$ cat config.mk
export PLATFORM = sky130hd
export DESIGN_NAME = npc_lsu
export DESIGN_NICKNAME = d
export VERILOG_FILES = /design/src/hw/npc_pkg.sv /design/src/hw/npc_lsu.sv
export SDC_FILE = /design/constraint.sdc
export NUM_CORES = 2
export LEC_CHECK = 0
export BUFFER_PORTS_ARGS = -buffer_cell sky130_fd_sc_hd__clkbuf_2
export CORE_UTILIZATION = 65
export DETAILED_ROUTE_END_ITERATION = 16
export GPL_ROUTABILITY_DRIVEN = 0
export PLACE_DENSITY_LB_ADDON = 0.15
export SLEW_MARGIN = 10
export SYNTH_ARGS = -nofsm -noshare
export SYNTH_HDL_FRONTEND = slang
export SYNTH_SLANG_ARGS = --single-unit
$ cat constraint.sdc
create_clock -name i_clk -period 14.04 [get_ports i_clk]
set_clock_uncertainty 0.15 [all_clocks]
set_input_delay 0 -clock i_clk [delete_from_list [all_inputs] [get_ports i_clk]]
set_output_delay 0 -clock i_clk [all_outputs]
set_load 0.03 [all_outputs]
$ cat src/hw/npc_pkg.sv
// npc core shared types, opcode and csr constants, control enums and reset pc
package npc_pkg;

  // --------------------
  // data widths
  typedef logic [63:0] xlen_t;      // register value, address and pc
  typedef logic [31:0] inst_t;      // raw instruction word
  typedef logic [4:0]  reg_idx_t;   // general register index
  typedef logic [11:0] csr_addr_t;  // csr address field

  // --------------------
  // control encodings
  typedef enum logic [2:0] {
    ADD,
    SUB,
    AND,
    OR,
    XOR,
    PASS_B  // lui passes the u immediate straight through
  } alu_op_e;

  typedef enum logic [1:0] {NONE, EQ, NE, JAL} br_type_e;

  typedef enum logic [1:0] {ALU, MEM, PC4, CSR} wb_sel_e;

  // --------------------
  // constants
  localparam xlen_t RESET_PC   = 64'h0000_0000_8000_0000;
  localparam int    DMEM_WORDS = 64;

  localparam logic [6:0] OPCODE_OP_IMM = 7'b0010011;
  localparam logic [6:0] OPCODE_OP     = 7'b0110011;
  localparam logic [6:0] OPCODE_LUI    = 7'b0110111;
  localparam logic [6:0] OPCODE_LOAD   = 7'b0000011;
  localparam logic [6:0] OPCODE_STORE  = 7'b0100011;
  localparam logic [6:0] OPCODE_BRANCH = 7'b1100011;
  localparam logic [6:0] OPCODE_JAL    = 7'b1101111;
  localparam logic [6:0] OPCODE_SYSTEM = 7'b1110011;

  localparam csr_addr_t CSR_MEPC  = 12'h341;
  localparam csr_addr_t CSR_MTVEC = 12'h305;

endpackage

$ cat src/hw/npc_lsu.sv
// load/store unit with a small doubleword data memory
`timescale 1ns/1ps

module npc_lsu (
  input  logic           i_clk,
  input  npc_pkg::xlen_t i_addr,
  input  npc_pkg::xlen_t i_wdata,
  input  logic           i_wen,
  input  logic           i_ren,
  output npc_pkg::xlen_t o_rdata
);

  localparam int IDX_W = $clog2(npc_pkg::DMEM_WORDS);

  npc_pkg::xlen_t   mem [npc_pkg::DMEM_WORDS];
  logic [IDX_W-1:0] idx;

  // doubleword index, upper address bits are ignored so accesses wrap
  assign idx = i_addr[3 +: IDX_W];

  // memory powers up cleared, a core reset leaves it alone
  initial begin
    for (int i = 0; i < npc_pkg::DMEM_WORDS; i++) begin
      mem[i] = '0;
    end
  end

  always_ff @(posedge i_clk) begin
    if (i_wen) begin
      mem[idx] <= i_wdata;
    end
  end

  assign o_rdata = i_ren ? mem[idx] : '0;

endmodule

==> results.md <==
* First-pass GRT wire length at 673500 um
* GR Util met1 at 0.5131
* Die Footprint at approximately 0.25 mm^2
* Slew Limit Fails at 0
* Period minus WS final at 5.820 ns
* Biggest regs: mem x4096
* Setup crit end kind: primary output
* H-tree level count at 5
* Vias in the first global route at just over 90k
* Cell variety after synth at between 60 and 70
* Startpoint types: primary input
* Starting Density at 0.6551
* Setup_tns at 0 ns
* RSZ-0062 raised after global routing: false
* Total CTS buffers at roughly 400
* Worst-path clk slew at 0.06 ns
* Die Ht at 495.1 um
* Initial drt markers at 15.66k
* Clock sinks at just over 4k
* Number of flops mapped to enable cells by yosys at just over 4k
* Peak Freq at 171.8 MHz
* Final setup fails at 0
* CTS max path bufs at 4
* Post-CTS Setup Bufs at 0
* Row cnt at 180
* Sequential element share of the synthesized area at 0.7784
* Syn Std Cell Area at 0.1580 mm^2
* Ratio of final minimum period to clock period at 0.4145
* Slowest cell on crit path: buf_4
* Initial antenna violation count at 38
* Crit-path most repeated cell: buf_4
* Finished Cell Area at around 0.18 mm^2
* DPL Wire Length at about 240000 um
* GR Overflow Total at 0
* Max reg flops at about 4.1k
* Sw Ratio at 0.2159
* Maximum vdd drop at about 0.13 mV
* Slew headroom at 0.09434
* Antenna violation net count after detailed routing at 0
* Via/cell ratio at just under 8
* Final Hold Fails at 0
* Met2 GRT Util at 0.5943
* Worst EP required at roughly 14 ns
* Busiest grt layer: met2
* Register with the most flip-flops: mem
* PwrDens at 144.6 mW/mm^2
* Maximum fanout along the worst path at 120
* Commonest non-fill, non-tap cell in the layout: edfxtp_1
* Part of the power in registers at 0.535
* Worst path max stage delay at approximately 0.86 ns
* GR met3 Demand/Resource at 0.1032
* Leakage at about 54 nW
* DIE WIDTH at slightly below 500 um
* # resized after CTS at 0
* Total chip power at around 25 mW
* Asr flop ratio synth at 0
* Avg Inst Size Synth at 17.83 um^2
* CTS Root Cell: clkbuf_16
* MaxCap Viol Count at 0
* Wire length per cell at about 39 um
* Syn Nets at about 9.0k
* Psw at between 5 and 6 mW
* Comb pwr share at 0.055
* Largest net degree at the start of global routing at ~180
* Main flop type after synthesis: edfxtp_1
* Total wire length at just under 500000 um
* Worst slew pin tran at approximately 1.4 ns
* Nets at around 9.1k
* CTS tree: done
* Tot GR Track Use at 0.3915
* Setup CP Type: in2out
* Pint at 19.90 mW
* Worst hold path class: in2reg
* Status: complete, no violations
* CP arrival at roughly 5.7 ns
* Clock Power Share at 0.411
* Drt first pass iters at 7
* Most frequent cells in the layout: edfxtp_1 (4096), a22oi_1 (562), a221oi_1 (479)
* Top-Level Pins at roughly 200
* Residual DRC at 0
* Core area at 0.2412 mm^2
* Post-synthesis instance total at approximately 9k
* Synth warnings at 0
* Crit-path cells: buf_8 > buf_4 > buf_4 > and2_4 > buf_4 > buf_4 > a221oi_1 > nor3_1 > a2111oi_0 > a41oi_1 > clkbuf_2
* Port bufs at 136
* Share of post-route cells with drive strength above 1 at 0.1757
* P&R area growth vs syn at 11.10%
* Yosys reg bits at approximately 4.1k
* Area after DPL at roughly 0.16 mm^2
* Via count at between 90k and 100k
* Fillers at 14.04k
## layout make-up
class | instances | area [um^2] | area share
Antenna cell | 23 | 57.56 | 0.0003278
Clock inverter | 206 | 1909 | 0.01088
Clock buffer | 505 | 10600 | 0.06035
Sequential cell | 4096 | 123000 | 0.7006
Tap cell | 3185 | 3985 | 0.02270
Timing Repair Buffer | 467 | 3506 | 0.01997
Inverter | 8 | 52.55 | 0.0002993
Multi-Input combinational cell | 3988 | 32460 | 0.1849
## what timing repair did
| item | in CTS | in global routing |
|---|---|---|
| hold buffers | 68 | 0 |
| endpoints found under the hold margin | 4173 | 0 |
| setup endpoints to repair | 0 | 0 |
## worst max-delay path, delay by kind of cell
| family | cells | cell delay [ns] |
|---|---|---|
| AND/OR/NAND/NOR | 2 | 0.52 |
| AO/OA/AOI/OAI | 3 | 1.18 |
| buffers and inverters | 6 | 3.79 |
## cells in the mapped netlist, types with 10 or more instances
cell / count / share of area
a2111oi_0: 93 / 0.0052
a21boi_0: 28 / 0.0013
a21o_1: 28 / 0.0013
a21oi_1: 309 / 0.0098
a221o_1: 281 / 0.018
a221oi_1: 479 / 0.027
a222oi_1: 30 / 0.0019
a22o_1: 253 / 0.014
a22oi_1: 562 / 0.027
a31oi_1: 13 / 0.00051
a32oi_1: 32 / 0.0018
and3_1: 22 / 0.00087
buf_1: 90 / 0.0021
buf_2: 192 / 0.0061
buf_4: 12 / 0.00057
clkbuf_1: 465 / 0.011
edfxtp_1: 4096 / 0.78
mux2_2: 392 / 0.028
mux2i_1: 13 / 0.00082
mux4_2: 19 / 0.0027
nand2_1: 57 / 0.0014
nand2b_1: 10 / 0.00040
nand3_1: 193 / 0.0061
nand3b_1: 189 / 0.0090
nand4b_1: 30 / 0.0017
nor2_1: 82 / 0.0019
nor2b_1: 11 / 0.00044
nor3_1: 74 / 0.0023
nor3b_1: 25 / 0.0012
o21ai_0: 33 / 0.0010
o22ai_1: 309 / 0.012
o2bb2ai_1: 30 / 0.0017
o31a_1: 29 / 0.0016
o41a_1: 61 / 0.0043
or3b_2: 179 / 0.0099
or4_1: 29 / 0.0014
## final timing paths
path	slack, ns	endpoint	depth (start not counted)	startpoint
setup / recovery	8.22	o_rdata[0]	11	i_addr[3]
hold / removal	0.03	mem[60][47]	3	i_wdata[47]
## power by group through the flow
stage	Clock, mW	Combinational, mW	Sequential, mW
after floorplan	0	0.721	13.8
after global placement	0	1.28	13.8
after detailed placement	0	1.31	13.8
after CTS	10.4	1.34	13.6
after global routing	10.9	1.42	13.6
final	10.4	1.39	13.6
## stage by stage
stage                       util  setup WS, ns  hold slack, ns  instances
after floorplan                -         9.235        -0.05113       8860
after global placement    0.6729         8.300          0.4897      11676
after detailed placement  0.6729         8.193          0.5068      11676
after CTS                 0.7276         8.486         0.02281      12455
after global routing      0.7277         8.262         0.06760      12467
final                     0.7279         8.220         0.03113      12478
## layer usage
metal / vias to the layer above / wire (um)
met4: 22 / 32740
met2: 8421 / 218000
li1: 37863 / -
met3: 1788 / 69930
met1: 48491 / 161300
met5: - / 159
## kinds of logic after synthesis
| logic type | Yosys count | share of synthesized area |
|---|---|---|
| DFF | 4096 | 0.7784 |
| AOI/OAI and AO/OA | 2608 | 0.1298 |
| and+or+nand+nor | 949 | 0.03922 |
| buffers and inverters | 776 | 0.02067 |
| muxes | 431 | 0.03197 |
Power figures use the tool's default switching activity.
