`config.mk`:
```
export PLATFORM = sky130hd
export DESIGN_NAME = npc_csr
export DESIGN_NICKNAME = d
export VERILOG_FILES = /design/src/hw/npc_pkg.sv /design/src/hw/npc_csr.sv
export SDC_FILE = /design/constraint.sdc
export NUM_CORES = 1
export LEC_CHECK = 0
export ABC_AREA = 1
export BUFFER_PORTS_ARGS = -buffer_cell sky130_fd_sc_hd__buf_4
export CELL_PAD_IN_SITES_DETAIL_PLACEMENT = 0
export CELL_PAD_IN_SITES_GLOBAL_PLACEMENT = 1
export CORE_MARGIN = 1
export CORE_UTILIZATION = 38
export DETAILED_ROUTE_END_ITERATION = 7
export PLACE_DENSITY = 0.91
export SLEW_MARGIN = 20
export SYNTH_ARGS = -nofsm -noshare
export SYNTH_HDL_FRONTEND = slang
export SYNTH_SLANG_ARGS = --single-unit
```
`constraint.sdc`:
```
create_clock -name i_clk -period 3.2 [get_ports i_clk]
set_clock_uncertainty 0.1 [all_clocks]
set_input_delay 0.32 -clock i_clk [delete_from_list [all_inputs] [get_ports i_clk]]
set_output_delay 0.32 -clock i_clk [all_outputs]
set_load 0.01 [all_outputs]
```
`src/hw/npc_pkg.sv`:
```
// npc core shared types, opcode and csr constants, control enums and reset pc
package npc_pkg;

  // --------------------
  // data widths
  typedef logic [63:0] xlen_t;      // register value, address and pc
  typedef logic [31:0] inst_t;      // raw instruction word
  typedef logic [4:0]  reg_idx_t;   // general register index
  typedef logic [11:0] csr_addr_t;  // csr address field

  // --------------------
  // control encodings
  typedef enum logic [2:0] {
    ADD,
    SUB,
    AND,
    OR,
    XOR,
    PASS_B  // lui passes the u immediate straight through
  } alu_op_e;

  typedef enum logic [1:0] {NONE, EQ, NE, JAL} br_type_e;

  typedef enum logic [1:0] {ALU, MEM, PC4, CSR} wb_sel_e;

  // --------------------
  // constants
  localparam xlen_t RESET_PC   = 64'h0000_0000_8000_0000;
  localparam int    DMEM_WORDS = 64;

  localparam logic [6:0] OPCODE_OP_IMM = 7'b0010011;
  localparam logic [6:0] OPCODE_OP     = 7'b0110011;
  localparam logic [6:0] OPCODE_LUI    = 7'b0110111;
  localparam logic [6:0] OPCODE_LOAD   = 7'b0000011;
  localparam logic [6:0] OPCODE_STORE  = 7'b0100011;
  localparam logic [6:0] OPCODE_BRANCH = 7'b1100011;
  localparam logic [6:0] OPCODE_JAL    = 7'b1101111;
  localparam logic [6:0] OPCODE_SYSTEM = 7'b1110011;

  localparam csr_addr_t CSR_MEPC  = 12'h341;
  localparam csr_addr_t CSR_MTVEC = 12'h305;

endpackage

```
`src/hw/npc_csr.sv`:
```
// machine csr file with mepc and mtvec plus ecall and mret trap targets
`timescale 1ns/1ps

module npc_csr (
  input  logic               i_clk,
  input  logic               i_rst_n,
  input  npc_pkg::csr_addr_t i_addr,
  input  logic               i_wen,
  input  npc_pkg::xlen_t     i_wdata,
  input  npc_pkg::xlen_t     i_pc,
  input  logic               i_ecall,
  input  logic               i_mret,
  output npc_pkg::xlen_t     o_rdata,
  output npc_pkg::xlen_t     o_target
);

  npc_pkg::xlen_t mepc_q;
  npc_pkg::xlen_t mtvec_q;

  // --------------------
  // read side
  always_comb begin
    case (i_addr)
      npc_pkg::CSR_MEPC:  o_rdata = mepc_q;
      npc_pkg::CSR_MTVEC: o_rdata = mtvec_q;
      default:            o_rdata = '0;
    endcase
  end

  assign o_target = i_mret ? mepc_q : mtvec_q;  // ecall enters the handler at mtvec

  // --------------------
  // update
  always_ff @(posedge i_clk or negedge i_rst_n) begin
    if (!i_rst_n) begin
      mepc_q  <= '0;
      mtvec_q <= '0;
    end else if (i_ecall) begin
      mepc_q <= i_pc;  // handler returns here unless it moves mepc forward
    end else if (i_wen) begin
      if (i_addr == npc_pkg::CSR_MEPC) begin
        mepc_q <= i_wdata;
      end
      if (i_addr == npc_pkg::CSR_MTVEC) begin
        mtvec_q <= i_wdata;
      end
    end
  end

endmodule

```
==> results of run 1 <==
-- state kept, by name, indices dropped and copies added, names as in the netlist --
| signal | flops |
|---|---|
| mepc_q | 64 |
| mtvec_q | 64 |
-- power by group --
part | internal, W | leakage, nW | switching (W) | total (W)
sequential | 0.00171 | 1.71 | 0.0000755 | 0.00178
clock | 0.00132 | 0.299 | 0.000715 | 0.00203
combinational | 0.000324 | 4.08 | 0.000374 | 0.000698
-- area by class of cell --
cell class	count	area share, %
Clock inverter	12	1.550
Timing Repair Buffer	294	21.21
Inverter	12	0.4463
Sequential cell	128	30.07
Clock buffer	20	4.193
Tap cell	270	3.171
Multi-Input combinational cell	860	39.36
-- path summary, 6_finish.rpt --
path | from | endpoint | slack, ns | cells after the start
min in group asynchronous | i_rst_n | mtvec_q[42] | 0.42 | 2
worst min register to register | mtvec_q[27] | mtvec_q[27] | 0.39 | 2
worst min-delay path | i_wdata[56] | mtvec_q[56] | 0.06 | 3
max in group asynchronous | i_rst_n | mtvec_q[63] | 1.80 | 3
worst max-delay path | i_addr[5] | o_rdata[17] | 0.74 | 8
worst max register to register | mepc_q[31] | mepc_q[31] | 2.40 | 2
-- Yosys cell counts --
master / number / share of area [%]
buf_1: 7 / 0.33
clkbuf_1: 17 / 0.81
nand3_2: 2 / 0.25
inv_2: 1 / 0.047
and3_1: 1 / 0.079
nand3_1: 193 / 12
nor2_4: 2 / 0.28
nand2_1: 523 / 25
nand4_1: 64 / 5.1
nand3_4: 1 / 0.22
buf_2: 56 / 3.5
nor2_2: 1 / 0.079
mux2_2: 64 / 9.1
inv_1: 11 / 0.52
and2_1: 1 / 0.079
nor2_1: 8 / 0.38
dfrtp_1: 128 / 40
buf_6: 13 / 1.8
-- logic make-up after synthesis --
group	after synthesis
and+or+nand+nor	796
DFF	128
buffers and inverters	105
muxes	64
-- per-layer routing --
| layer | GRT usage (%) | vias to the layer above | wire length [µm] |
|---|---|---|---|
| met1 | 35.66 | 4037 | 12240 |
| met2 | 43.95 | 424 | 13850 |
| met5 | 0 | - | 0 |
| li1 | - | 4041 | - |
| met3 | 4.844 | 50 | 2288 |
| met4 | 12.24 | 0 | 864 |
-- per-stage QoR --
stage          instances  hold WS, ns  cell area, µm²
3_3_place_gp        1563       0.3514           10030
6_report            1596      0.06310           10650
4_1_cts             1596      0.04518           10650
5_1_grt             1596      0.05523           10650
2_1_floorplan       1093     -0.07559            7924
3_5_place_dp        1563       0.3457           10030
-- worst max-delay path: stages --
cell and delay [ns]:
buf_4 0.12, nor2_1 0.24, nand2_1 0.14, nor2_4 0.09, buf_4 0.66, nand3_1 0.19, nand2_1 0.14, buf_4 0.12
==> results.cfg, run 1 <==
[layout]
fillCellCount = 1966
multi_input_area_mm2 = 0.004193
area_growth_pct = 34.44
utilization_pct = 52.31
mostFrequentLayoutCells = nand2_1, buf_4, nand3_1, dfrtp_1
ff_latch_area_mm2 = 0.003203
final_common_cell = nand2_1
antennaDiodeCount = 0
fin_nets = 1458
drive_above_1_share_pct = 30.24

[pwr]
power_density_mw_per_mm2 = 423.3
power_w = 0.004509
leakage_nw = 6.085
max-vdd-ir-drop_v = 0.0003502

[job]
maxCapViolCount = 0

[yosys]
synthCells = 1093
synth_compound_area_share_pct = 0
yosys.area_share.xor_xnor_pct = 0
synth_simple_gate_area_share_pct = 43.39
synth_fp_nets = 1238
ys_ff_latch = 128
synth_fa_ha_area_share_pct = 0
synth_cell_type_count = 18
synth_mux_area_share_pct = 9.095
synth.cell_area_mm2 = 0.007924
ys_warn_count = 0
yosysSeqAreaShare_pct = 40.42
avgSynthCellArea_um2 = 7.250
synth_top_family_by_area = simple AND/OR/NAND/NOR gates

[die]
die_area_mm2 = 0.02143
ioPinCount = 273
rows = 52
coreArea_mm2 = 0.02036
die_y_um = 146.4
initial_core_util_pct = 38.91
die_x_um = 146.4

[routing]
vias = 8552
vias_per_cell = 5.358
postRouteAntennaNets = 0
initialDrtViolationCount = 671
drt-total-wl_um = 29240
drc_errors = 0
wl_per_cell_um = 18.32
drtPass1Iterations = 5

[global_routing]
overflow = 0
grt_max_degree = 67
grt_pass1_vias = 8416
antenna_found_initial = 0
grt_usage_pct = 27.24
grt_pass1_wl_um = 45570

[clock_network]
cts_tree = yes
clock_sinks = 128
cts_resized = 0
clock_latency_ns = 0.41
cts_setup_buffers = 0
htree_levels = 4
clockBufferDepth = 2
numCtsBuffers = 17
postCtsHoldBufs = 1
cts_root_buf = clkbuf_16
path_clk_slew_ns = 0.06

[place]
port_buffers = 272
dp_hpwl_um = 18230
gp_congestion = 0.8395
place_ws_ns = 0.7653

[setup_path]
worstPathArrival_ns = 2.04
cp-start-kind = input port
cp_data_required_time_ns = 2.78
cp_max_fo = 66
critPathCaptureType = output pin
crit_type = input port to output pin

[sta]
timing.final.ws_setup_ns = 0.7414
fmax_ghz = 0.4067
tns_ns = 0
tightestPinTransition_ns = 0.8643
finalSetupViolCount = 0
slew_headroom_pct = 42.38
grt_setup_unrepaired = no
timing.final.crit_share_pct = 76.83
maxSlewViolCount = 0
hold_viol = 0
layout_min_cycle_time_ns = 2.459

[outcome]
status = finished clean

[worst_hold_path]
min_path_type = input port to register
No activity file was read; power rests on OpenSTA's default activity.
==> run 2: changes to the inputs <==
Settings changed: CORE_UTILIZATION 38 to 32, PLACE_DENSITY 0.91 to 0.82.
Clock period 3.2 ns to 2 ns, I/O delays scaled along.
==> results.cfg, run 2 (synthesized netlist as in run 1, its figures left out) <==
[outcome]
status = finished clean

[clock_network]
cts_setup_buffers = 0
cts_tree = yes
path_clk_slew_ns = 0.06
clock_sinks = 128
numCtsBuffers = 17
clock_latency_ns = 0.41
cts_root_buf = clkbuf_16
clockBufferDepth = 2
htree_levels = 4

[global_routing]
grt_pass1_wl_um = 47830
overflow = 0
grt_pass1_vias = 8799
grt_usage_pct = 23.85
grt_max_degree = 65
antenna_found_initial = 0

[pwr]
power_w = 0.007096
max-vdd-ir-drop_v = 0.0003628
power_density_mw_per_mm2 = 612.5
leakage_nw = 6.449

[layout]
mostFrequentLayoutCells = nand2_1, buf_4, nand3_1, dfrtp_1, dlygate4sd3_1
final_common_cell = nand2_1
area_growth_pct = 46.20
antennaDiodeCount = 0
fin_nets = 1541
drive_above_1_share_pct = 29.19
stdcell_count = 1732
reg_top3 = mepc_q (64), mtvec_q (64)

[sta]
maxSlewViolCount = 0
timing.final.crit_share_pct = 91.53
fmax_ghz = 0.5462
finalSetupViolCount = 0
grt_setup_unrepaired = no
layout_min_cycle_time_ns = 1.831
tns_ns = 0
slew_headroom_pct = 60.49
hold_viol = 0
tightestPinTransition_ns = 0.5927

[die]
die_x_um = 159.4
ioPinCount = 273
initial_core_util_pct = 32.58
coreArea_mm2 = 0.02432
die_area_mm2 = 0.02540
rows = 57
die_y_um = 159.4

[setup_path]
crit_path_cell_trace = buf_4, nand2_1, inv_1, nand2_1, nor2_4, and2_2, buf_4, nand2_1, nand2_1, buf_4
critPathMostFrequentCell = nand2_1
cp_data_required_time_ns = 1.70
cp-start-kind = input port
crit_type = input port to output pin
cp_max_fo = 12
cp_slowest_stage_delay_ns = 0.23
critPathCaptureType = output pin
rrSetupSlack_ns = 1.20
timing.critical_path.buf_inv = 4
worstPathArrival_ns = 1.53
cpMaxStageDelayCell = and2_2
cp_top_family = simple AND/OR/NAND/NOR gates

[place]
gp_congestion = 0.8036
port_buffers = 272
placed_cells_incl_taps = 1628
dp_hpwl_um = 19480

[routing]
postRouteAntennaNets = 0
vias_per_cell = 5.068
initialDrtViolationCount = 507
drc_errors = 0
wl_per_cell_um = 17.34
drt-total-wl_um = 30040
drtPass1Iterations = 5
vias = 8777

[job]
maxCapViolCount = 0

[worst_hold_path]
min_path_type = input port to register
[run 2: cell types whose count changed in the layout (fill, tap and decap cells not counted), moves of 2 or more]
cell	before	now
bufinv_16	4	2
dlygate4sd3_1	1	73
buf_12	4	13
clkinv_4	0	2
[run 2: layer usage]
metal / vias up / wire length, µm / part of all wire (%) / GRT usage (%)
met5: - / 0 / 0 / 0
met4: 0 / 826 / 2.7 / 9.353
met3: 41 / 1745 / 5.8 / 4.220
met2: 343 / 14280 / 48 / 39.02
met1: 4183 / 13180 / 44 / 31.28
li1: 4210 / - / - / -
[run 2: final cells by class]
class                   instances  area (µm²)
well taps                     324       405.4
clock buffers                  20       436.7
fillers                      2443       12730
repair buffers                377        3179
flip-flops and latches        128        3203
clock inverters                11       117.6
multi-input cells             860        4195
inverters                      12       47.55
[run 2: path summary, 6_finish.rpt]
check,end,start,depth (start not counted)
max,o_rdata[35],i_addr[8],10
min,mepc_q[62],i_pc[62],5
max reg2reg,mepc_q[8],mepc_q[8],2
min reg2reg,mtvec_q[13],mtvec_q[13],2
max in group asynchronous,mepc_q[48],i_rst_n,3
min in group asynchronous,mtvec_q[59],i_rst_n,2
[run 2: per-stage QoR]
stage               util (%)  area [µm²]  hold WS [ns]  setup WS (ns)
floorplan                  -        7924       -0.1956         0.6372
global placement       42.34       10300       0.07433         0.1268
detailed placement     42.34       10300       0.07455         0.1089
CTS                    47.63       11580     0.0007770         0.1056
global route           47.64       11580      0.005940        0.02857
finish                 47.64       11580       0.01697         0.1693
[run 2: repair_timing]
action	CTS	global route
endpoints found under the setup margin	0	2
hold endpoints to repair	114	0
gates resized for setup	0	1
hold buffers	73	0
[run 2: where the power goes]
part / switching, W / leakage (nW) / internal, W
Combinational: 0.000619 / 4.47 / 0.000628
Clock: 0.00118 / 0.269 / 0.00182
Sequential: 0.000122 / 1.71 / 0.00273
[run 2: worst register-to-register path: cells and delay by family, from the launching register on]
| family | cells | cell delay [ns] |
|---|---|---|
| flip-flops | 1 | 0.42 |
| AND/OR/NAND/NOR | 2 | 0.16 |
