`src/hw/npc_pkg.sv`:
```
// npc core shared types, opcode and csr constants, control enums and reset pc
package npc_pkg;

  // --------------------
  // data widths
  typedef logic [63:0] xlen_t;      // register value, address and pc
  typedef logic [31:0] inst_t;      // raw instruction word
  typedef logic [4:0]  reg_idx_t;   // general register index
  typedef logic [11:0] csr_addr_t;  // csr address field

  // --------------------
  // control encodings
  typedef enum logic [2:0] {
    ADD,
    SUB,
    AND,
    OR,
    XOR,
    PASS_B  // lui passes the u immediate straight through
  } alu_op_e;

  typedef enum logic [1:0] {NONE, EQ, NE, JAL} br_type_e;

  typedef enum logic [1:0] {ALU, MEM, PC4, CSR} wb_sel_e;

  // --------------------
  // constants
  localparam xlen_t RESET_PC   = 64'h0000_0000_8000_0000;
  localparam int    DMEM_WORDS = 64;

  localparam logic [6:0] OPCODE_OP_IMM = 7'b0010011;
  localparam logic [6:0] OPCODE_OP     = 7'b0110011;
  localparam logic [6:0] OPCODE_LUI    = 7'b0110111;
  localparam logic [6:0] OPCODE_LOAD   = 7'b0000011;
  localparam logic [6:0] OPCODE_STORE  = 7'b0100011;
  localparam logic [6:0] OPCODE_BRANCH = 7'b1100011;
  localparam logic [6:0] OPCODE_JAL    = 7'b1101111;
  localparam logic [6:0] OPCODE_SYSTEM = 7'b1110011;

  localparam csr_addr_t CSR_MEPC  = 12'h341;
  localparam csr_addr_t CSR_MTVEC = 12'h305;

endpackage

```
`src/hw/npc_ifu.sv`:
```
// instruction fetch unit holding the program counter that drives the fetch port
`timescale 1ns/1ps

module npc_ifu (
  input  logic           i_clk,
  input  logic           i_rst_n,
  input  logic           i_stall,
  input  npc_pkg::xlen_t i_nextpc,
  output npc_pkg::xlen_t o_pc
);

  npc_pkg::xlen_t pc_q;

  always_ff @(posedge i_clk or negedge i_rst_n) begin
    if (!i_rst_n) begin
      pc_q <= npc_pkg::RESET_PC;
    end else if (!i_stall) begin
      pc_q <= i_nextpc;  // one instruction retires per cycle
    end
  end

  // the fetch address is the pc itself, instruction data comes back in the same cycle
  assign o_pc = pc_q;

endmodule

```
`config.mk`:
```
export PLATFORM = sky130hd
export DESIGN_NAME = npc_ifu
export DESIGN_NICKNAME = d
export VERILOG_FILES = /design/src/hw/npc_pkg.sv /design/src/hw/npc_ifu.sv
export SDC_FILE = /design/constraint.sdc
export NUM_CORES = 1
export LEC_CHECK = 0
export ABC_AREA = 0
export BUFFER_PORTS_ARGS = -buffer_cell sky130_fd_sc_hd__buf_2
export CAP_MARGIN = 20
export CORE_ASPECT_RATIO = 1.25
export CORE_MARGIN = 1.5
export CORE_UTILIZATION = 51
export CTS_BUF_LIST = sky130_fd_sc_hd__clkbuf_2
export DETAILED_ROUTE_END_ITERATION = 8
export HOLD_SLACK_MARGIN = 0.12
export MAX_ROUTING_LAYER = met4
export PLACE_DENSITY = 0.91
export SLEW_MARGIN = 20
export SYNTH_ARGS = -nofsm -noshare
export SYNTH_HDL_FRONTEND = slang
export SYNTH_SLANG_ARGS = --single-unit
```
`constraint.sdc`:
```
create_clock -name i_clk -period 1.28 [get_ports i_clk]
set_input_delay 0.128 -clock i_clk [delete_from_list [all_inputs] [get_ports i_clk]]
set_output_delay 0.128 -clock i_clk [all_outputs]
set_load 0.01 [all_outputs]
```
==> run metrics, run 1 <==
Post-Place Worst Slack roughly 0.24 ns; status completed; Slew @ Worst Pin ~0.33 ns; synthesized flop and latch total 64; Crit path max-delay family flip-flops; WL final 7449 um; initial core utilization 52.76%; Clock Sinks 64; setup TNS 0 ns; via count 1947; CTS tree built; final worst slack 0.04747 ns; Clk network pwr share 25.1%; cell count along the critical path 1; Int Power 3.345 mW; cell-by-cell listing of the critical path buf_6; largest family of logic cells by synthesized area multiplexers; Hold Vio Cnt, Final 0; dominant synthesized flop cell dfrtp_1; initial antenna violation count 0; Synth Instances 135; insertion delay to the later sink of the worst-skew pair around 0.44 ns; share of layout cells above drive strength 1 roughly 62%; H-tree level count 3; synthesized area 0.002680 sq mm; vias per cell between 4 and 5; total gr overflow 0; first-pass GRT wire length 11360 um; area used by multi-input combinational logic around 950 sq um; LEAKAGE 2.144 nW; total CTS buffers 9; RSZ-0062 raised after global routing yes; Post-synth EDFFs 0; Synth top area share just under 60%; Site Rows 29; max reg flops 64; switching power 1.242 mW; Synth Area in Compound Gates 0%; area leader, netlist dfrtp_1; Pre-antenna DRT Iters 5; pin count of the biggest net entering global routing 65; Logic pwr share 23.6%; # DRC 0; skew final 0 ns; XOR/XNOR share of the synthesized area 0%; Worst setup SP type flip-flop; Seq/Total Area, Yosys 59.80%; final critical-path share of the clock period approximately 96%; peak per-stage delay on the critical path 0.57 ns; number of nets with antenna violations after routing 0; hold crit path type input pin to asynchronous set/reset pin; YS warnings 0; Die Y-Extent ~84 um; Rel. slew slack 78.18%; NumNets Final 405; DP HPWL 4080 um; Synth Area in Adders 0%; Ports 131; Critical-path top delay cell dfstp_2; Synth area leaders dfrtp_1 59%, mux2_4 34%, buf_12 4.5%; max_cap viols 0; syn nets 202; fmax 0.8113 GHz; Placer Congestion 0.7684; Worst-path clk slew 0.19 ns; root buffer cell clkbuf_2; Core Util, Final 80.89%; Final Power approximately 4.6 mW; area added between synthesis and finish 53.31%; syn avg cell area 19.85 sq um; post-layout minimum cycle time 1.233 ns; most frequent cell after synthesis dfrtp_1; Pwr Density 1116 mW/mm^2; post-synthesis mux area share 35.29%; buffer depth of the longest clock path 2; Req. time, crit path 1.15 ns; Arr. time, crit path between 1 and 1.5 ns; final setup vio count 0; Max VDD drop 0.6728 mV; sequential power share 51.4%; gr usage total 28.85%; DIE AREA 0.005702 sq mm; vias in the first global route 2198; Bufs and invs on worst path 1; top post-synthesis cells by count 63 x dfrtp_1, 60 x mux2_4, 6 x buf_12; core area 0.005080 sq mm; worst r2r path cells 2; max-slew violations 0; Setup crit end kind output pin; Initial DRC Count approximately 120; I/O Buffers 130; Critical Path Fanout Max 2; Sequential Area 0.001603 sq mm; post-synth cell types 6; per-cell routed wire length 18.39 um; Fill cells 279; Die Wd 67.84 um; Async SR Flop Fraction 100.0%; simple-gate portion of the synthesized area 0%; total inserted antenna cells 0; type of the worst setup path flip-flop to output pin; Switching Fraction approximately 27%
kinds of logic after synthesis:
family / count (synthesis)
buffers and inverters: 7
flip-flops: 64
multiplexers: 64
cells in the final DEF, fill, tap and decap left out:
master         instances
buf_12                 3
buf_2                128
buf_4                  2
buf_6                  1
bufinv_16              1
clkbuf_2              12
clkinv_1               2
clkinvlp_4             1
dfrtp_1               63
dfstp_2                1
dlygate4sd3_1         65
mux2_2                 4
mux2_4                60
timing repair:
action	in CTS	in global routing
setup buffers	1	0
endpoints found under the setup margin	1	1
gates resized for setup	1	0
hold buffers	65	0
pin swaps	0	0
endpoints found under the hold margin	128	0
worst paths after layout:
| kind | start | to | slack (ns) |
|---|---|---|---|
| max | o_pc[31]$_DFFE_PN1N_ | o_pc[31] | 0.05 |
| min in group i_clk | i_stall | o_pc[40]$_DFFE_PN0N_ | 0.22 |
| max reg2reg | o_pc[31]$_DFFE_PN1N_ | o_pc[31]$_DFFE_PN1N_ | 0.42 |
| min | i_rst_n | o_pc[30]$_DFFE_PN0N_ | 0.18 |
| min reg2reg | o_pc[5]$_DFFE_PN0N_ | o_pc[5]$_DFFE_PN0N_ | 0.53 |
| max in group asynchronous | i_rst_n | o_pc[31]$_DFFE_PN1N_ | 0.77 |
metrics by stage:
stage                     std cells  cell area [sq um]  hold slack (ns)
after global routing            405               4109           0.1633
after detailed placement        323               3339           0.1682
final                           405               4109           0.1794
after floorplan                 135               2680          -0.1676
after global placement          323               3339           0.1637
after CTS                       405               4109           0.1528
cell type report:
cell class	count	share of cell area [%]
well taps	62	1.888
flip-flops and latches	64	39.01
clock buffers	12	1.462
multi-input cells	64	23.02
clock inverters	4	1.096
repair buffers	199	33.53
metal layers:
layer / share of wire (%) / wire (um) / GRT usage (%) / up-vias
met4: 3.2 / 240 / 14.73 / 0
met5: 0 / 0 / - / -
li1: - / - / - / 881
met1: 37 / 2756 / 30.24 / 951
met3: 5.5 / 413 / 6.208 / 20
met2: 54 / 4039 / 49.38 / 95
power by group through the flow:
| stage | clock, mW | combinational (mW) | sequential (mW) |
|---|---|---|---|
| after floorplan | 0 | 0.411 | 2.47 |
| after global placement | 0 | 0.865 | 2.36 |
| after detailed placement | 0 | 0.894 | 2.38 |
| after CTS | 1.16 | 1.06 | 2.34 |
| after global routing | 1.28 | 1.15 | 2.38 |
| final | 1.15 | 1.08 | 2.36 |
No activity file was read; power rests on OpenSTA's default activity.
==> run 2, diff against run 1 <==
--- a/config.mk
+++ b/config.mk
@@ -16,6 +16,7 @@
 export HOLD_SLACK_MARGIN = 0.12
 export MAX_ROUTING_LAYER = met4
 export PLACE_DENSITY = 0.91
+export RECOVER_POWER = 100
 export SLEW_MARGIN = 20
 export SYNTH_ARGS = -nofsm -noshare
 export SYNTH_HDL_FRONTEND = slang
==> run metrics, run 2 (synthesis results as in run 1) <==
Site Rows 29 (unchanged); share of layout cells above drive strength 1 32.36% (-30 points); Initial DRC Count 121 (+3.4%); Pre-antenna DRT Iters 4 (-1); max_cap viols 0 (unchanged); per-cell routed wire length 18.08 um (-1.7%); leading cell type in the layout, fill and taps excluded buf_2; final instance area 0.003821 sq mm (-7.0%); post-layout minimum cycle time 1.237 ns (+0.004708 ns); max reg flops 64 (unchanged); Ports 131 (unchanged); worst r2r dst o_pc[23]$_DFFE_PN0N_; cell-by-cell listing of the critical path buf_6; pin count of the biggest net entering global routing 65 (unchanged); Hold Vio Cnt, Final 0 (unchanged); number of nets with antenna violations after routing 0 (unchanged); total CTS buffers 9 (unchanged); R2R Path Start o_pc[23]$_DFFE_PN0N_; H-tree level count 3 (unchanged); Rel. slew slack 43.71% (-34 points); CTS tree built; vias per cell 4.751 (-1.2%); hold path startpoint i_stall; Worst setup SP type flip-flop; max-slew violations 0 (unchanged); hold crit path type input pin to flip-flop; R2R Setup Slk 0.40 ns (-0.02 ns); Die Wd 67.84 um (unchanged); DIE AREA 0.005702 sq mm (unchanged); Clock Sinks 64 (unchanged); via count 1924 (-1.2%); fmax 0.8082 GHz (-0.38%); Die Y-Extent 84.05 um (unchanged); Worst-path clk slew 0.16 ns (-0.03 ns); Fill cells 388 (+39%); DP Area 0.003339 sq mm (unchanged); Crit path max-delay family flip-flops; setup TNS 0 ns (unchanged); Arr. time, crit path 1.11 ns (about the same); DP HPWL 4080 um (unchanged); Setup crit end kind output pin; insertion delay to the later sink of the worst-skew pair 0.44 ns (about the same); hold path depth 3; routed wl met3 346 um (-16%); total inserted antenna cells 0 (unchanged); worst r2r path cells 1 (-1); RSZ-0062 raised after global routing yes; Hold EP o_pc[5]$_DFFE_PN0N_; peak per-stage delay on the critical path 0.58 ns (about the same); Req. time, crit path 1.15 ns (about the same); LEAKAGE 1.777 nW (-17%); area used by multi-input combinational logic 724.4 sq um (-23%); type of the worst setup path flip-flop to output pin; initial core utilization 52.76% (unchanged); Slew @ Worst Pin 0.8443 ns (+0.5170 ns); Post-Route M1 WL 2739 um (-0.62%); initial antenna violation count 0 (unchanged); Sequential Area 0.001603 sq mm (unchanged); final setup vio count 0 (unchanged); Max VDD drop 0.6557 mV (-2.5%); gr usage total 28.85% (unchanged); buffer depth of the longest clock path 2 (unchanged); Pwr Density 1140 mW/mm^2 (+2.2%); Critical-path top delay cell dfstp_2; status completed; area added between synthesis and finish 42.58%; core area 0.005080 sq mm (unchanged); Placer Congestion 0.7684 (unchanged); vias in the first global route 2198 (unchanged); Bufs and invs on worst path 1 (unchanged); I/O Buffers 130 (unchanged); final critical-path share of the clock period 96.66% (+0.37 points); metal2 WL 4062 um (+0.57%); most frequent cells in the layout 66 x buf_2, 65 x dlygate4sd3_1, 63 x dfrtp_1; skew final 0 ns (unchanged); # DRC 0 (unchanged); root buffer cell clkbuf_2; Critical Path Fanout Max 2 (unchanged); NumNets Final 405 (unchanged); WL final 7322 um (-1.7%); uppermost layer routed met4; first-pass GRT wire length 11360 um (unchanged); total gr overflow 0 (unchanged)
-- run 2: routing by layer --
metal	vias to the layer above	GRT usage [%]
met5	-	-
li1	885	-
met2	80	49.38
met3	14	6.208
met4	0	14.73
met1	945	30.24
-- run 2: cell type report --
class / count / share of cell area [%]
timing repair buffer: 199 / 34.32
clock buffer: 12 / 1.572
tap: 62 / 2.030
clock inverter: 4 / 1.179
multi-input combinational: 64 / 18.96
sequential: 64 / 41.95
-- run 2: stage by stage --
stage               power (mW)  std cells  util [%]  hold slack (ns)  setup WS, ns
floorplan                2.878        135         -          -0.1676        0.4207
global placement         3.228        323     65.74           0.1637        0.2620
detailed placement       3.270        323     65.74           0.1682        0.2364
CTS                      4.560        405     80.89           0.1528     -0.007966
global route             4.575        405     75.22           0.1088      -0.02639
finish                   4.357        405     75.22           0.1587       0.04276
-- run 2: power breakdown --
group	internal, mW	total, mW	switching (mW)	leakage [nW]
Clock	0.465	1.15	0.685	0.0673
Sequential	2.23	2.35	0.128	0.747
Combinational	0.450	0.853	0.403	0.963
Total	3.14	4.36	1.22	1.78
-- run 2: worst max path at each step --
stage | endpoint | slack, ns | cells after the start | from
detailed placement | o_pc[61]$_DFFE_PN0N_ | 0.24 | 3 | i_stall
global placement | o_pc[63]$_DFFE_PN0N_ | 0.26 | 3 | i_stall
global route | o_pc[31] | -0.03 | 1 | o_pc[31]$_DFFE_PN1N_
CTS | o_pc[31] | -0.008 | 1 | o_pc[31]$_DFFE_PN1N_
floorplan | o_pc[10]$_DFFE_PN0N_ | 0.42 | 3 | i_stall
finish | o_pc[31] | 0.04 | 1 | o_pc[31]$_DFFE_PN1N_
-- run 2: repair_timing --
item,in CTS,in global routing
hold endpoints to repair,128,0
buffers inserted,1,0
resized for setup,1,0
setup endpoints to repair,1,1
hold buffers,65,0
pin swaps,0,0
