File: src/hw/npc_pkg.sv
// npc core shared types, opcode and csr constants, control enums and reset pc
package npc_pkg;

  // --------------------
  // data widths
  typedef logic [63:0] xlen_t;      // register value, address and pc
  typedef logic [31:0] inst_t;      // raw instruction word
  typedef logic [4:0]  reg_idx_t;   // general register index
  typedef logic [11:0] csr_addr_t;  // csr address field

  // --------------------
  // control encodings
  typedef enum logic [2:0] {
    ADD,
    SUB,
    AND,
    OR,
    XOR,
    PASS_B  // lui passes the u immediate straight through
  } alu_op_e;

  typedef enum logic [1:0] {NONE, EQ, NE, JAL} br_type_e;

  typedef enum logic [1:0] {ALU, MEM, PC4, CSR} wb_sel_e;

  // --------------------
  // constants
  localparam xlen_t RESET_PC   = 64'h0000_0000_8000_0000;
  localparam int    DMEM_WORDS = 64;

  localparam logic [6:0] OPCODE_OP_IMM = 7'b0010011;
  localparam logic [6:0] OPCODE_OP     = 7'b0110011;
  localparam logic [6:0] OPCODE_LUI    = 7'b0110111;
  localparam logic [6:0] OPCODE_LOAD   = 7'b0000011;
  localparam logic [6:0] OPCODE_STORE  = 7'b0100011;
  localparam logic [6:0] OPCODE_BRANCH = 7'b1100011;
  localparam logic [6:0] OPCODE_JAL    = 7'b1101111;
  localparam logic [6:0] OPCODE_SYSTEM = 7'b1110011;

  localparam csr_addr_t CSR_MEPC  = 12'h341;
  localparam csr_addr_t CSR_MTVEC = 12'h305;

endpackage

File: src/hw/npc_exu.sv
// execute unit with alu, branch resolution, next pc select and write-back mux
`timescale 1ns/1ps

module npc_exu (
  input  npc_pkg::xlen_t    i_pc,
  input  npc_pkg::xlen_t    i_rs1,
  input  npc_pkg::xlen_t    i_rs2,
  input  npc_pkg::xlen_t    i_imm,
  input  npc_pkg::xlen_t    i_csr_rdata,
  input  npc_pkg::xlen_t    i_mem_rdata,
  input  npc_pkg::xlen_t    i_csr_target,
  input  npc_pkg::alu_op_e  i_alu_op,
  input  logic              i_alu_b_imm,
  input  npc_pkg::br_type_e i_br_type,
  input  npc_pkg::wb_sel_e  i_wb_sel,
  input  logic              i_ecall,
  input  logic              i_mret,
  output npc_pkg::xlen_t    o_alu_result,
  output npc_pkg::xlen_t    o_nextpc,
  output npc_pkg::xlen_t    o_wb_data
);

  npc_pkg::xlen_t alu_b;
  npc_pkg::xlen_t pc_plus4;
  npc_pkg::xlen_t br_target;
  logic           taken;

  assign alu_b     = i_alu_b_imm ? i_imm : i_rs2;
  assign pc_plus4  = i_pc + 64'd4;
  assign br_target = i_pc + i_imm;  // b and j immediates are already pc relative

  always_comb begin
    case (i_alu_op)
      npc_pkg::SUB:    o_alu_result = i_rs1 - alu_b;
      npc_pkg::AND:    o_alu_result = i_rs1 & alu_b;
      npc_pkg::OR:     o_alu_result = i_rs1 | alu_b;
      npc_pkg::XOR:    o_alu_result = i_rs1 ^ alu_b;
      npc_pkg::PASS_B: o_alu_result = alu_b;
      default:         o_alu_result = i_rs1 + alu_b;
    endcase
  end

  always_comb begin
    case (i_br_type)
      npc_pkg::EQ:  taken = (i_rs1 == i_rs2);
      npc_pkg::NE:  taken = (i_rs1 != i_rs2);
      npc_pkg::JAL: taken = 1'b1;
      default:      taken = 1'b0;
    endcase
  end

  // traps take priority over the branch path
  assign o_nextpc = (i_ecall || i_mret) ? i_csr_target : (taken ? br_target : pc_plus4);

  always_comb begin
    case (i_wb_sel)
      npc_pkg::MEM: o_wb_data = i_mem_rdata;
      npc_pkg::PC4: o_wb_data = pc_plus4;  // jal link address
      npc_pkg::CSR: o_wb_data = i_csr_rdata;
      default:      o_wb_data = o_alu_result;
    endcase
  end

endmodule

File: config.mk
export PLATFORM = sky130hd
export DESIGN_NAME = npc_exu
export DESIGN_NICKNAME = d
export VERILOG_FILES = /design/src/hw/npc_pkg.sv /design/src/hw/npc_exu.sv
export SDC_FILE = /design/constraint.sdc
export NUM_CORES = 1
export LEC_CHECK = 0
export ABC_AREA = 1
export BUFFER_PORTS_ARGS = -buffer_cell sky130_fd_sc_hd__buf_2
export CELL_PAD_IN_SITES_DETAIL_PLACEMENT = 1
export CELL_PAD_IN_SITES_GLOBAL_PLACEMENT = 1
export CORE_AREA = 2 2 284 230
export DETAILED_ROUTE_END_ITERATION = 10
export DIE_AREA = 0 0 286 232
export PLACE_DENSITY = 0.8
export REMOVE_ABC_BUFFERS = 1
export SYNTH_ARGS = -nofsm -noshare
export SYNTH_HDL_FRONTEND = slang
export SYNTH_SLANG_ARGS = --single-unit
File: constraint.sdc
create_clock -name vclk -period 7.12
set_clock_uncertainty 0.1 [all_clocks]
set_input_delay 1.424 -clock vclk [all_inputs]
set_output_delay 1.424 -clock vclk [all_outputs]
set_load 0.02 [all_outputs]
==> results of run 1 <==
==> kinds of logic (layout without fill, tap and decap cells) <==
group,after synthesis,after routing,synth area share
AND/OR/NAND/NOR,2563,2563,0.4794
buffers and inverters,671,1739,0.1184
AO/OA/AOI/OAI,627,627,0.1693
adder cells (fa/ha/maj),258,258,0.1473
XOR/XNOR,215,215,0.08555
other,0,14,0
==> stage by stage <==
| stage | setup WS, ns | utilization | hold slack [ns] | total power [mW] |
|---|---|---|---|---|
| 2_1_floorplan | -1.043 | - | 2.923 | 1.535 |
| 3_3_place_gp | -0.4473 | 0.4618 | 3.058 | 3.113 |
| 3_5_place_dp | -0.5087 | 0.4618 | 3.066 | 3.164 |
| 4_1_cts | -0.06201 | 0.4749 | 3.066 | 3.273 |
| 5_1_grt | -0.9531 | 0.5163 | 3.086 | 4.020 |
| 6_report | -0.9948 | 0.5167 | 3.067 | 3.921 |
==> how the worst max path moves through the flow <==
| stage | start | end | slack [ns] | depth (start not counted) |
|---|---|---|---|---|
| after floorplan | i_alu_op[1] | o_wb_data[28] | -1.04 | 6 |
| after global placement | i_alu_b_imm | o_wb_data[50] | -0.45 | 31 |
| after detailed placement | i_alu_b_imm | o_wb_data[50] | -0.51 | 31 |
| after CTS | i_alu_b_imm | o_wb_data[50] | -0.06 | 34 |
| final | i_alu_b_imm | o_wb_data[30] | -0.99 | 30 |
| after global routing | i_alu_b_imm | o_wb_data[30] | -0.95 | 30 |
==> layer usage <==
layer | wire length [um] | vias to the layer above | track usage
li1 | - | 16120 | -
met1 | 69460 | 17800 | 0.6210
met2 | 72500 | 2839 | 0.7232
met3 | 26290 | 946 | 0.1529
met4 | 18770 | 28 | 0.3438
met5 | 213 | - | 0
==> synth_stat cells (3+ instances only) <==
cell type / instances
sky130_fd_sc_hd__nor4_1: 13
sky130_fd_sc_hd__nor3_1: 59
sky130_fd_sc_hd__nand3_1: 220
sky130_fd_sc_hd__o21bai_1: 21
sky130_fd_sc_hd__ha_1: 256
sky130_fd_sc_hd__a22oi_1: 18
sky130_fd_sc_hd__nand2_1: 1509
sky130_fd_sc_hd__nor2_4: 3
sky130_fd_sc_hd__a31oi_1: 12
sky130_fd_sc_hd__a21boi_0: 6
sky130_fd_sc_hd__a21oi_1: 215
sky130_fd_sc_hd__nand2_4: 5
sky130_fd_sc_hd__o2111ai_1: 26
sky130_fd_sc_hd__o21ai_1: 14
sky130_fd_sc_hd__nor2_1: 577
sky130_fd_sc_hd__clkbuf_1: 70
sky130_fd_sc_hd__nor2_2: 11
sky130_fd_sc_hd__buf_6: 7
sky130_fd_sc_hd__nand3b_1: 17
sky130_fd_sc_hd__o21a_1: 6
sky130_fd_sc_hd__o21ai_0: 202
sky130_fd_sc_hd__or2_2: 26
sky130_fd_sc_hd__a21o_1: 9
sky130_fd_sc_hd__buf_4: 5
sky130_fd_sc_hd__inv_2: 9
sky130_fd_sc_hd__and2_1: 6
sky130_fd_sc_hd__xnor2_1: 65
sky130_fd_sc_hd__xor2_1: 150
sky130_fd_sc_hd__a221oi_1: 51
sky130_fd_sc_hd__nand2_2: 36
sky130_fd_sc_hd__o21ai_2: 6
sky130_fd_sc_hd__o211ai_1: 34
sky130_fd_sc_hd__buf_2: 13
sky130_fd_sc_hd__nand4_1: 75
sky130_fd_sc_hd__inv_1: 560
sky130_fd_sc_hd__buf_1: 5
==> layout make-up <==
| cell class | instances | area, um2 | share of cell area |
|---|---|---|---|
| Timing Repair Buffer | 1168 | 7592 | 0.2312 |
| Tap cell | 850 | 1064 | 0.03238 |
| Multi-Input combinational cell | 3663 | 21990 | 0.6697 |
| Inverter | 571 | 2157 | 0.06568 |
| Antenna cell | 14 | 35.03 | 0.001067 |
==> critical path: cells and delay by family <==
kind / cells / cell delay [ns]
fa+ha+maj: 1 / 0.38
compound gates: 1 / 0.22
buf+inv: 9 / 1.46
simple gates: 18 / 3.01
xor+xnor: 1 / 0.06
==> repair_timing <==
item / CTS / global route
setup buffers: 20 / 45
endpoints found under the hold margin: 0 / 0
pin swaps: 35 / 197
endpoints found under the setup margin: 74 / 95
resized for setup: 185 / 629
gates cloned: 2 / 4
hold buffers: 0 / 0
==> report_power, final <==
part           switching [mW]  leakage (nW)    total, mW  internal (mW)
Clock                       0     0.0000846  0.000000279    0.000000279
Combinational            2.58          17.1         3.92           1.34
Sequential                  0             0            0              0
Total                    2.58          17.1         3.92           1.34
==> metrics.txt, run 1 <==
# TYPE chip_impl_metric gauge
chip_impl_metric{name="viasPerCell",unit=""} 6.022
chip_impl_metric{name="layout.area.seq",unit="um2"} 0
chip_impl_metric{name="final_antenna_net_count",unit=""} 0
chip_impl_metric{name="timing.max_slew.rel_slack",unit=""} 0.08251
chip_impl_info{name="critPathLaunchType",value="input pin"} 1
chip_impl_metric{name="die_h",unit="um"} 232
chip_impl_metric{name="worst_slack",unit="ns"} -0.9948
chip_impl_metric{name="dr_total_vias",unit=""} 37740
chip_impl_metric{name="syn-cell-area",unit="um2"} 22010
chip_impl_metric{name="cp_max_fo",unit=""} 15
chip_impl_metric{name="grt_pass1_wl",unit="um"} 240100
chip_impl_metric{name="final_layout_size_suffix_gt1_frac",unit=""} 0.3330
chip_impl_metric{name="worst_slew_pin_slew",unit="ns"} 1.375
chip_impl_metric{name="design_area",unit="um2"} 32840
chip_impl_metric{name="finalCritPeriodShare",unit=""} 1.140
chip_impl_metric{name="grt_pass1_vias",unit=""} 34850
chip_impl_metric{name="drc_errors",unit=""} 0
chip_impl_metric{name="detailed_place.area",unit="um2"} 29350
chip_impl_metric{name="cap_violations",unit=""} 0
chip_impl_info{name="synth.top_cells.by_area",value="sky130_fd_sc_hd__nand2_1, sky130_fd_sc_hd__ha_1, sky130_fd_sc_hd__nor2_1"} 1
chip_impl_info{name="min_delay_worst_endpoint",value="o_nextpc[37]"} 1
chip_impl_metric{name="fin_cells",unit=""} 6266
chip_impl_metric{name="wl",unit="um"} 187200
chip_impl_metric{name="timing.critical_path.required",unit="ns"} 5.60
chip_impl_metric{name="syn_area_per_cell",unit="um2"} 5.079
chip_impl_info{name="cpMostUsedCell",value="sky130_fd_sc_hd__nand2_1"} 1
chip_impl_metric{name="grt_antenna_before_repair",unit=""} 33
chip_impl_metric{name="p_per_area",unit="nW/um2"} 119.4
chip_impl_metric{name="place.detailed.instances",unit=""} 6182
chip_impl_info{name="unrepaired_setup_endpoints_after_global_routing",value="yes"} 1
chip_impl_info{name="min_path_type",value="input pin to output port"} 1
chip_impl_metric{name="power.ir.vdd_worst",unit="V"} 0.0001038
chip_impl_metric{name="whs_path_depth",unit=""} 4
chip_impl_metric{name="rows",unit=""} 83
chip_impl_metric{name="finalWorstPathRequiredPeriod",unit="ns"} 8.115
chip_impl_info{name="status",value="finished, violations left"} 1
chip_impl_metric{name="firstDrtPassIters",unit=""} 5
chip_impl_metric{name="synth_seq_area_share",unit=""} 0
chip_impl_metric{name="cp.arrival",unit="ns"} 6.59
chip_impl_info{name="cp-end-kind",value="output port"} 1
chip_impl_info{name="violations_in_the_final_reports",value="negative setup slack"} 1
chip_impl_metric{name="placement.io_buffers",unit=""} 650
chip_impl_metric{name="routabilityCongestion",unit=""} 1.145
chip_impl_metric{name="coreArea",unit="um2"} 63560
chip_impl_metric{name="leakagePower",unit="nW"} 17.07
chip_impl_metric{name="boundaryPins",unit=""} 650
chip_impl_metric{name="detailedRoute.firstIterationViolations",unit=""} 4656
chip_impl_metric{name="areaGrowthSynthToFinish",unit="%"} 49.20
chip_impl_metric{name="hold_viol_final",unit=""} 0
chip_impl_info{name="holdCritStartpoint",value="i_csr_target[37]"} 1
chip_impl_metric{name="dp_hpwl",unit="um"} 148700
chip_impl_metric{name="floorplan.initialDensity",unit=""} 0.3463
chip_impl_metric{name="finalNetCount",unit=""} 6120
chip_impl_metric{name="die_width",unit="um"} 286
chip_impl_info{name="slowest_stage",value="sky130_fd_sc_hd__nand4_1"} 1
chip_impl_metric{name="max_stage_delay",unit="ns"} 0.66
chip_impl_info{name="critPathKind",value="input pin to output port"} 1
chip_impl_metric{name="clock_buffer_count_in_the_final_layout",unit=""} 0
chip_impl_metric{name="n_fill_cell",unit=""} 9204
chip_impl_metric{name="timing.final.max_slew_violations",unit=""} 0
chip_impl_metric{name="numSequentialCells",unit=""} 0
chip_impl_metric{name="synthesis.yosys.warnings",unit=""} 0
chip_impl_metric{name="floorplan.die_area",unit="um2"} 66350
chip_impl_metric{name="groute.usage.overall",unit=""} 0.4964
chip_impl_metric{name="synthesis.instances",unit=""} 4334
chip_impl_metric{name="synth.top_cell.area_share",unit=""} 0.2573
chip_impl_metric{name="global_route.overflow_total",unit=""} 0
chip_impl_metric{name="wl_per_cell",unit="um"} 29.88
chip_impl_info{name="layout_common_cells",value="sky130_fd_sc_hd__nand2_1, sky130_fd_sc_hd__buf_2, sky130_fd_sc_hd__inv_1, sky130_fd_sc_hd__buf_4, sky130_fd_sc_hd__nor2_1"} 1
chip_impl_metric{name="post_synth_num_cell_types",unit=""} 49
chip_impl_info{name="synth_top_cell_by_area",value="sky130_fd_sc_hd__nand2_1"} 1
chip_impl_metric{name="tns",unit="ns"} -22.29
chip_impl_metric{name="setup_viol",unit=""} 77
chip_impl_metric{name="max_freq",unit="GHz"} 0.1232
chip_impl_info{name="layout_commonest_cell",value="sky130_fd_sc_hd__nand2_1"} 1
chip_impl_metric{name="pin_count_of_the_biggest_net_entering_global_routing",unit=""} 56
Power figures use the tool's default switching activity.
==> run 2, diff against run 1 <==
--- a/config.mk
+++ b/config.mk
@@ -14,6 +14,7 @@
 export DIE_AREA = 0 0 286 232
 export PLACE_DENSITY = 0.8
 export REMOVE_ABC_BUFFERS = 1
+export SKIP_LAST_GASP = 1
 export SYNTH_ARGS = -nofsm -noshare
 export SYNTH_HDL_FRONTEND = slang
 export SYNTH_SLANG_ARGS = --single-unit
==> constraint.sdc (replaced) <==
create_clock -name vclk -period 7.12
set_clock_uncertainty 0.1 [all_clocks]
set_input_delay 1.424 -clock vclk [all_inputs]
set_output_delay 1.424 -clock vclk [all_outputs]
set_load 0.005 [all_outputs]
==> metrics.txt, run 2 (synthesized netlist as in run 1, its figures left out) <==
# TYPE chip_impl_metric gauge
chip_impl_metric{name="wl_per_cell",unit="um"} 28.25
chip_impl_metric{name="floorplan.initialDensity",unit=""} 0.3463
chip_impl_info{name="violations_in_the_final_reports",value="negative setup slack"} 1
chip_impl_info{name="status",value="finished, violations left"} 1
chip_impl_info{name="unrepaired_setup_endpoints_after_global_routing",value="yes"} 1
chip_impl_info{name="critPathKind",value="input pin to output port"} 1
chip_impl_metric{name="die_width",unit="um"} 286
chip_impl_metric{name="timing.critical_path.required",unit="ns"} 5.60
chip_impl_metric{name="dr_total_vias",unit=""} 36240
chip_impl_metric{name="post_cts_hold_buffer_count",unit=""} 0
chip_impl_metric{name="timing.max_slew.rel_slack",unit=""} 0.1548
chip_impl_info{name="cpMostUsedCell",value="sky130_fd_sc_hd__nand2_1"} 1
chip_impl_metric{name="final_layout_size_suffix_gt1_frac",unit=""} 0.3103
chip_impl_metric{name="fin_cells",unit=""} 6206
chip_impl_metric{name="numSequentialCells",unit=""} 0
chip_impl_metric{name="grt_pass1_vias",unit=""} 34330
chip_impl_metric{name="grt_use_met2",unit=""} 0.7054
chip_impl_metric{name="layout.area.seq",unit="um2"} 0
chip_impl_metric{name="global_route.overflow_total",unit=""} 0
chip_impl_metric{name="multi_input_gate_area",unit="um2"} 21450
chip_impl_info{name="layout_commonest_cell",value="sky130_fd_sc_hd__nand2_1"} 1
chip_impl_metric{name="max_freq",unit="GHz"} 0.1380
chip_impl_metric{name="n_fill_cell",unit=""} 9335
chip_impl_metric{name="detailed_place.area",unit="um2"} 29160
chip_impl_metric{name="die_h",unit="um"} 232
chip_impl_info{name="cp-end-kind",value="output port"} 1
chip_impl_metric{name="cp.arrival",unit="ns"} 5.72
chip_impl_metric{name="fin_worst_hold_slack",unit="ns"} 3.014
chip_impl_metric{name="drc_errors",unit=""} 0
chip_impl_metric{name="final_antenna_net_count",unit=""} 0
chip_impl_info{name="min_path_type",value="input pin to output port"} 1
chip_impl_info{name="timing.critical_path.from",value="i_alu_b_imm"} 1
chip_impl_metric{name="worst_slew_pin_slew",unit="ns"} 1.267
chip_impl_metric{name="grt_antenna_before_repair",unit=""} 19
chip_impl_metric{name="grtUsageMet3",unit=""} 0.1427
chip_impl_metric{name="finalCritPeriodShare",unit=""} 1.018
chip_impl_metric{name="cap_violations",unit=""} 0
chip_impl_info{name="critPathLaunchType",value="input pin"} 1
chip_impl_metric{name="wl",unit="um"} 175300
chip_impl_metric{name="viasPerCell",unit=""} 5.839
chip_impl_metric{name="worst_slack",unit="ns"} -0.1253
chip_impl_metric{name="coreArea",unit="um2"} 63560
chip_impl_metric{name="max_stage_delay",unit="ns"} 0.43
chip_impl_metric{name="place.detailed.instances",unit=""} 6155
chip_impl_metric{name="clock_buffer_count_in_the_final_layout",unit=""} 0
chip_impl_info{name="holdCritStartpoint",value="i_csr_target[37]"} 1
chip_impl_metric{name="routabilityCongestion",unit=""} 1.120
chip_impl_metric{name="finalNetCount",unit=""} 6064
chip_impl_metric{name="power.ir.vdd_worst",unit="V"} 0.00006048
chip_impl_metric{name="rows",unit=""} 83
chip_impl_metric{name="areaGrowthSynthToFinish",unit="%"} 43.83
chip_impl_metric{name="pin_count_of_the_biggest_net_entering_global_routing",unit=""} 68
chip_impl_metric{name="placement.io_buffers",unit=""} 650
chip_impl_metric{name="global_route.usage.met1",unit=""} 0.6155
chip_impl_metric{name="finalWorstPathRequiredPeriod",unit="ns"} 7.245
chip_impl_metric{name="p_per_area",unit="nW/um2"} 109.2
chip_impl_info{name="grt_most_used_layer",value="met2"} 1
chip_impl_metric{name="timing.final.max_slew_violations",unit=""} 0
chip_impl_info{name="layout_common_cells",value="sky130_fd_sc_hd__nand2_1, sky130_fd_sc_hd__buf_2, sky130_fd_sc_hd__inv_1, sky130_fd_sc_hd__nor2_1, sky130_fd_sc_hd__buf_4"} 1
chip_impl_metric{name="leakagePower",unit="nW"} 16.63
chip_impl_metric{name="boundaryPins",unit=""} 650
chip_impl_metric{name="groute.usage.overall",unit=""} 0.4874
chip_impl_metric{name="setup_viol",unit=""} 22
chip_impl_metric{name="floorplan.die_area",unit="um2"} 66350
chip_impl_info{name="slowest_stage",value="sky130_fd_sc_hd__ha_1"} 1
chip_impl_metric{name="hold_viol_final",unit=""} 0
chip_impl_metric{name="detailedRoute.firstIterationViolations",unit=""} 3904
chip_impl_metric{name="firstDrtPassIters",unit=""} 6
chip_impl_metric{name="dp_worst_setup_slack",unit="ns"} -0.4643
chip_impl_metric{name="design_area",unit="um2"} 31660
chip_impl_metric{name="cp_max_fo",unit=""} 5
chip_impl_metric{name="grt_pass1_wl",unit="um"} 235400
chip_impl_metric{name="dp_hpwl",unit="um"} 149000
[run 2: changes by cell type in the layout (fill, tap and decap cells not counted), sizes merged]
cell	previous run	this run
diode	14	10
inv	566	567
buf	1164	1110
clkinv	4	3
bufbuf	1	0
clkbuf	3	2
[run 2: timing repair]
action	4_1_cts	5_1_grt
pin swaps	24	167
gates resized for setup	89	526
buffers inserted	11	31
endpoints found under the setup margin	63	87
gates cloned	0	2
[run 2: report_power, final]
group	switching (mW)	total, mW	internal (mW)
logic	2.22	3.46	1.24
registers	0	0	0
clock network	0	0.0000000603	0.0000000602
[run 2: worst max-delay path: cells and delay by family]
kind,cells,cell delay [ns]
AO/OA/AOI/OAI,2,0.24
XOR/XNOR,1,0.18
adder cells (fa/ha/maj),2,0.59
buffers and inverters,9,1.09
AND/OR/NAND/NOR,18,2.16
[run 2: stage by stage]
step	util	total power, mW	TNS [ns]
finish	0.4981	3.456	-0.8288
detailed placement	0.4588	2.940	-12.11
global placement	0.4588	2.888	-9.434
floorplan	-	1.352	-10.09
CTS	0.4644	2.990	0
global route	0.4979	3.599	-7.692
[run 2: worst paths after layout]
path,end,slack [ns],depth (start not counted)
worst max-delay path,o_wb_data[38],-0.13,32
worst min-delay path,o_nextpc[37],3.01,4
[run 2: metal layers]
metal | vias to the layer above | share of wire
met3 | 647 | 0.12
met4 | 14 | 0.092
li1 | 16030 | -
met1 | 17170 | 0.39
met2 | 2384 | 0.39
met5 | - | 0.00049
[run 2: area by class of cell]
type,count,area share
antenna,10,0.0007904
inverter,571,0.06813
multi-input combinational,3663,0.6775
tap,850,0.03359
timing repair buffer,1112,0.2199
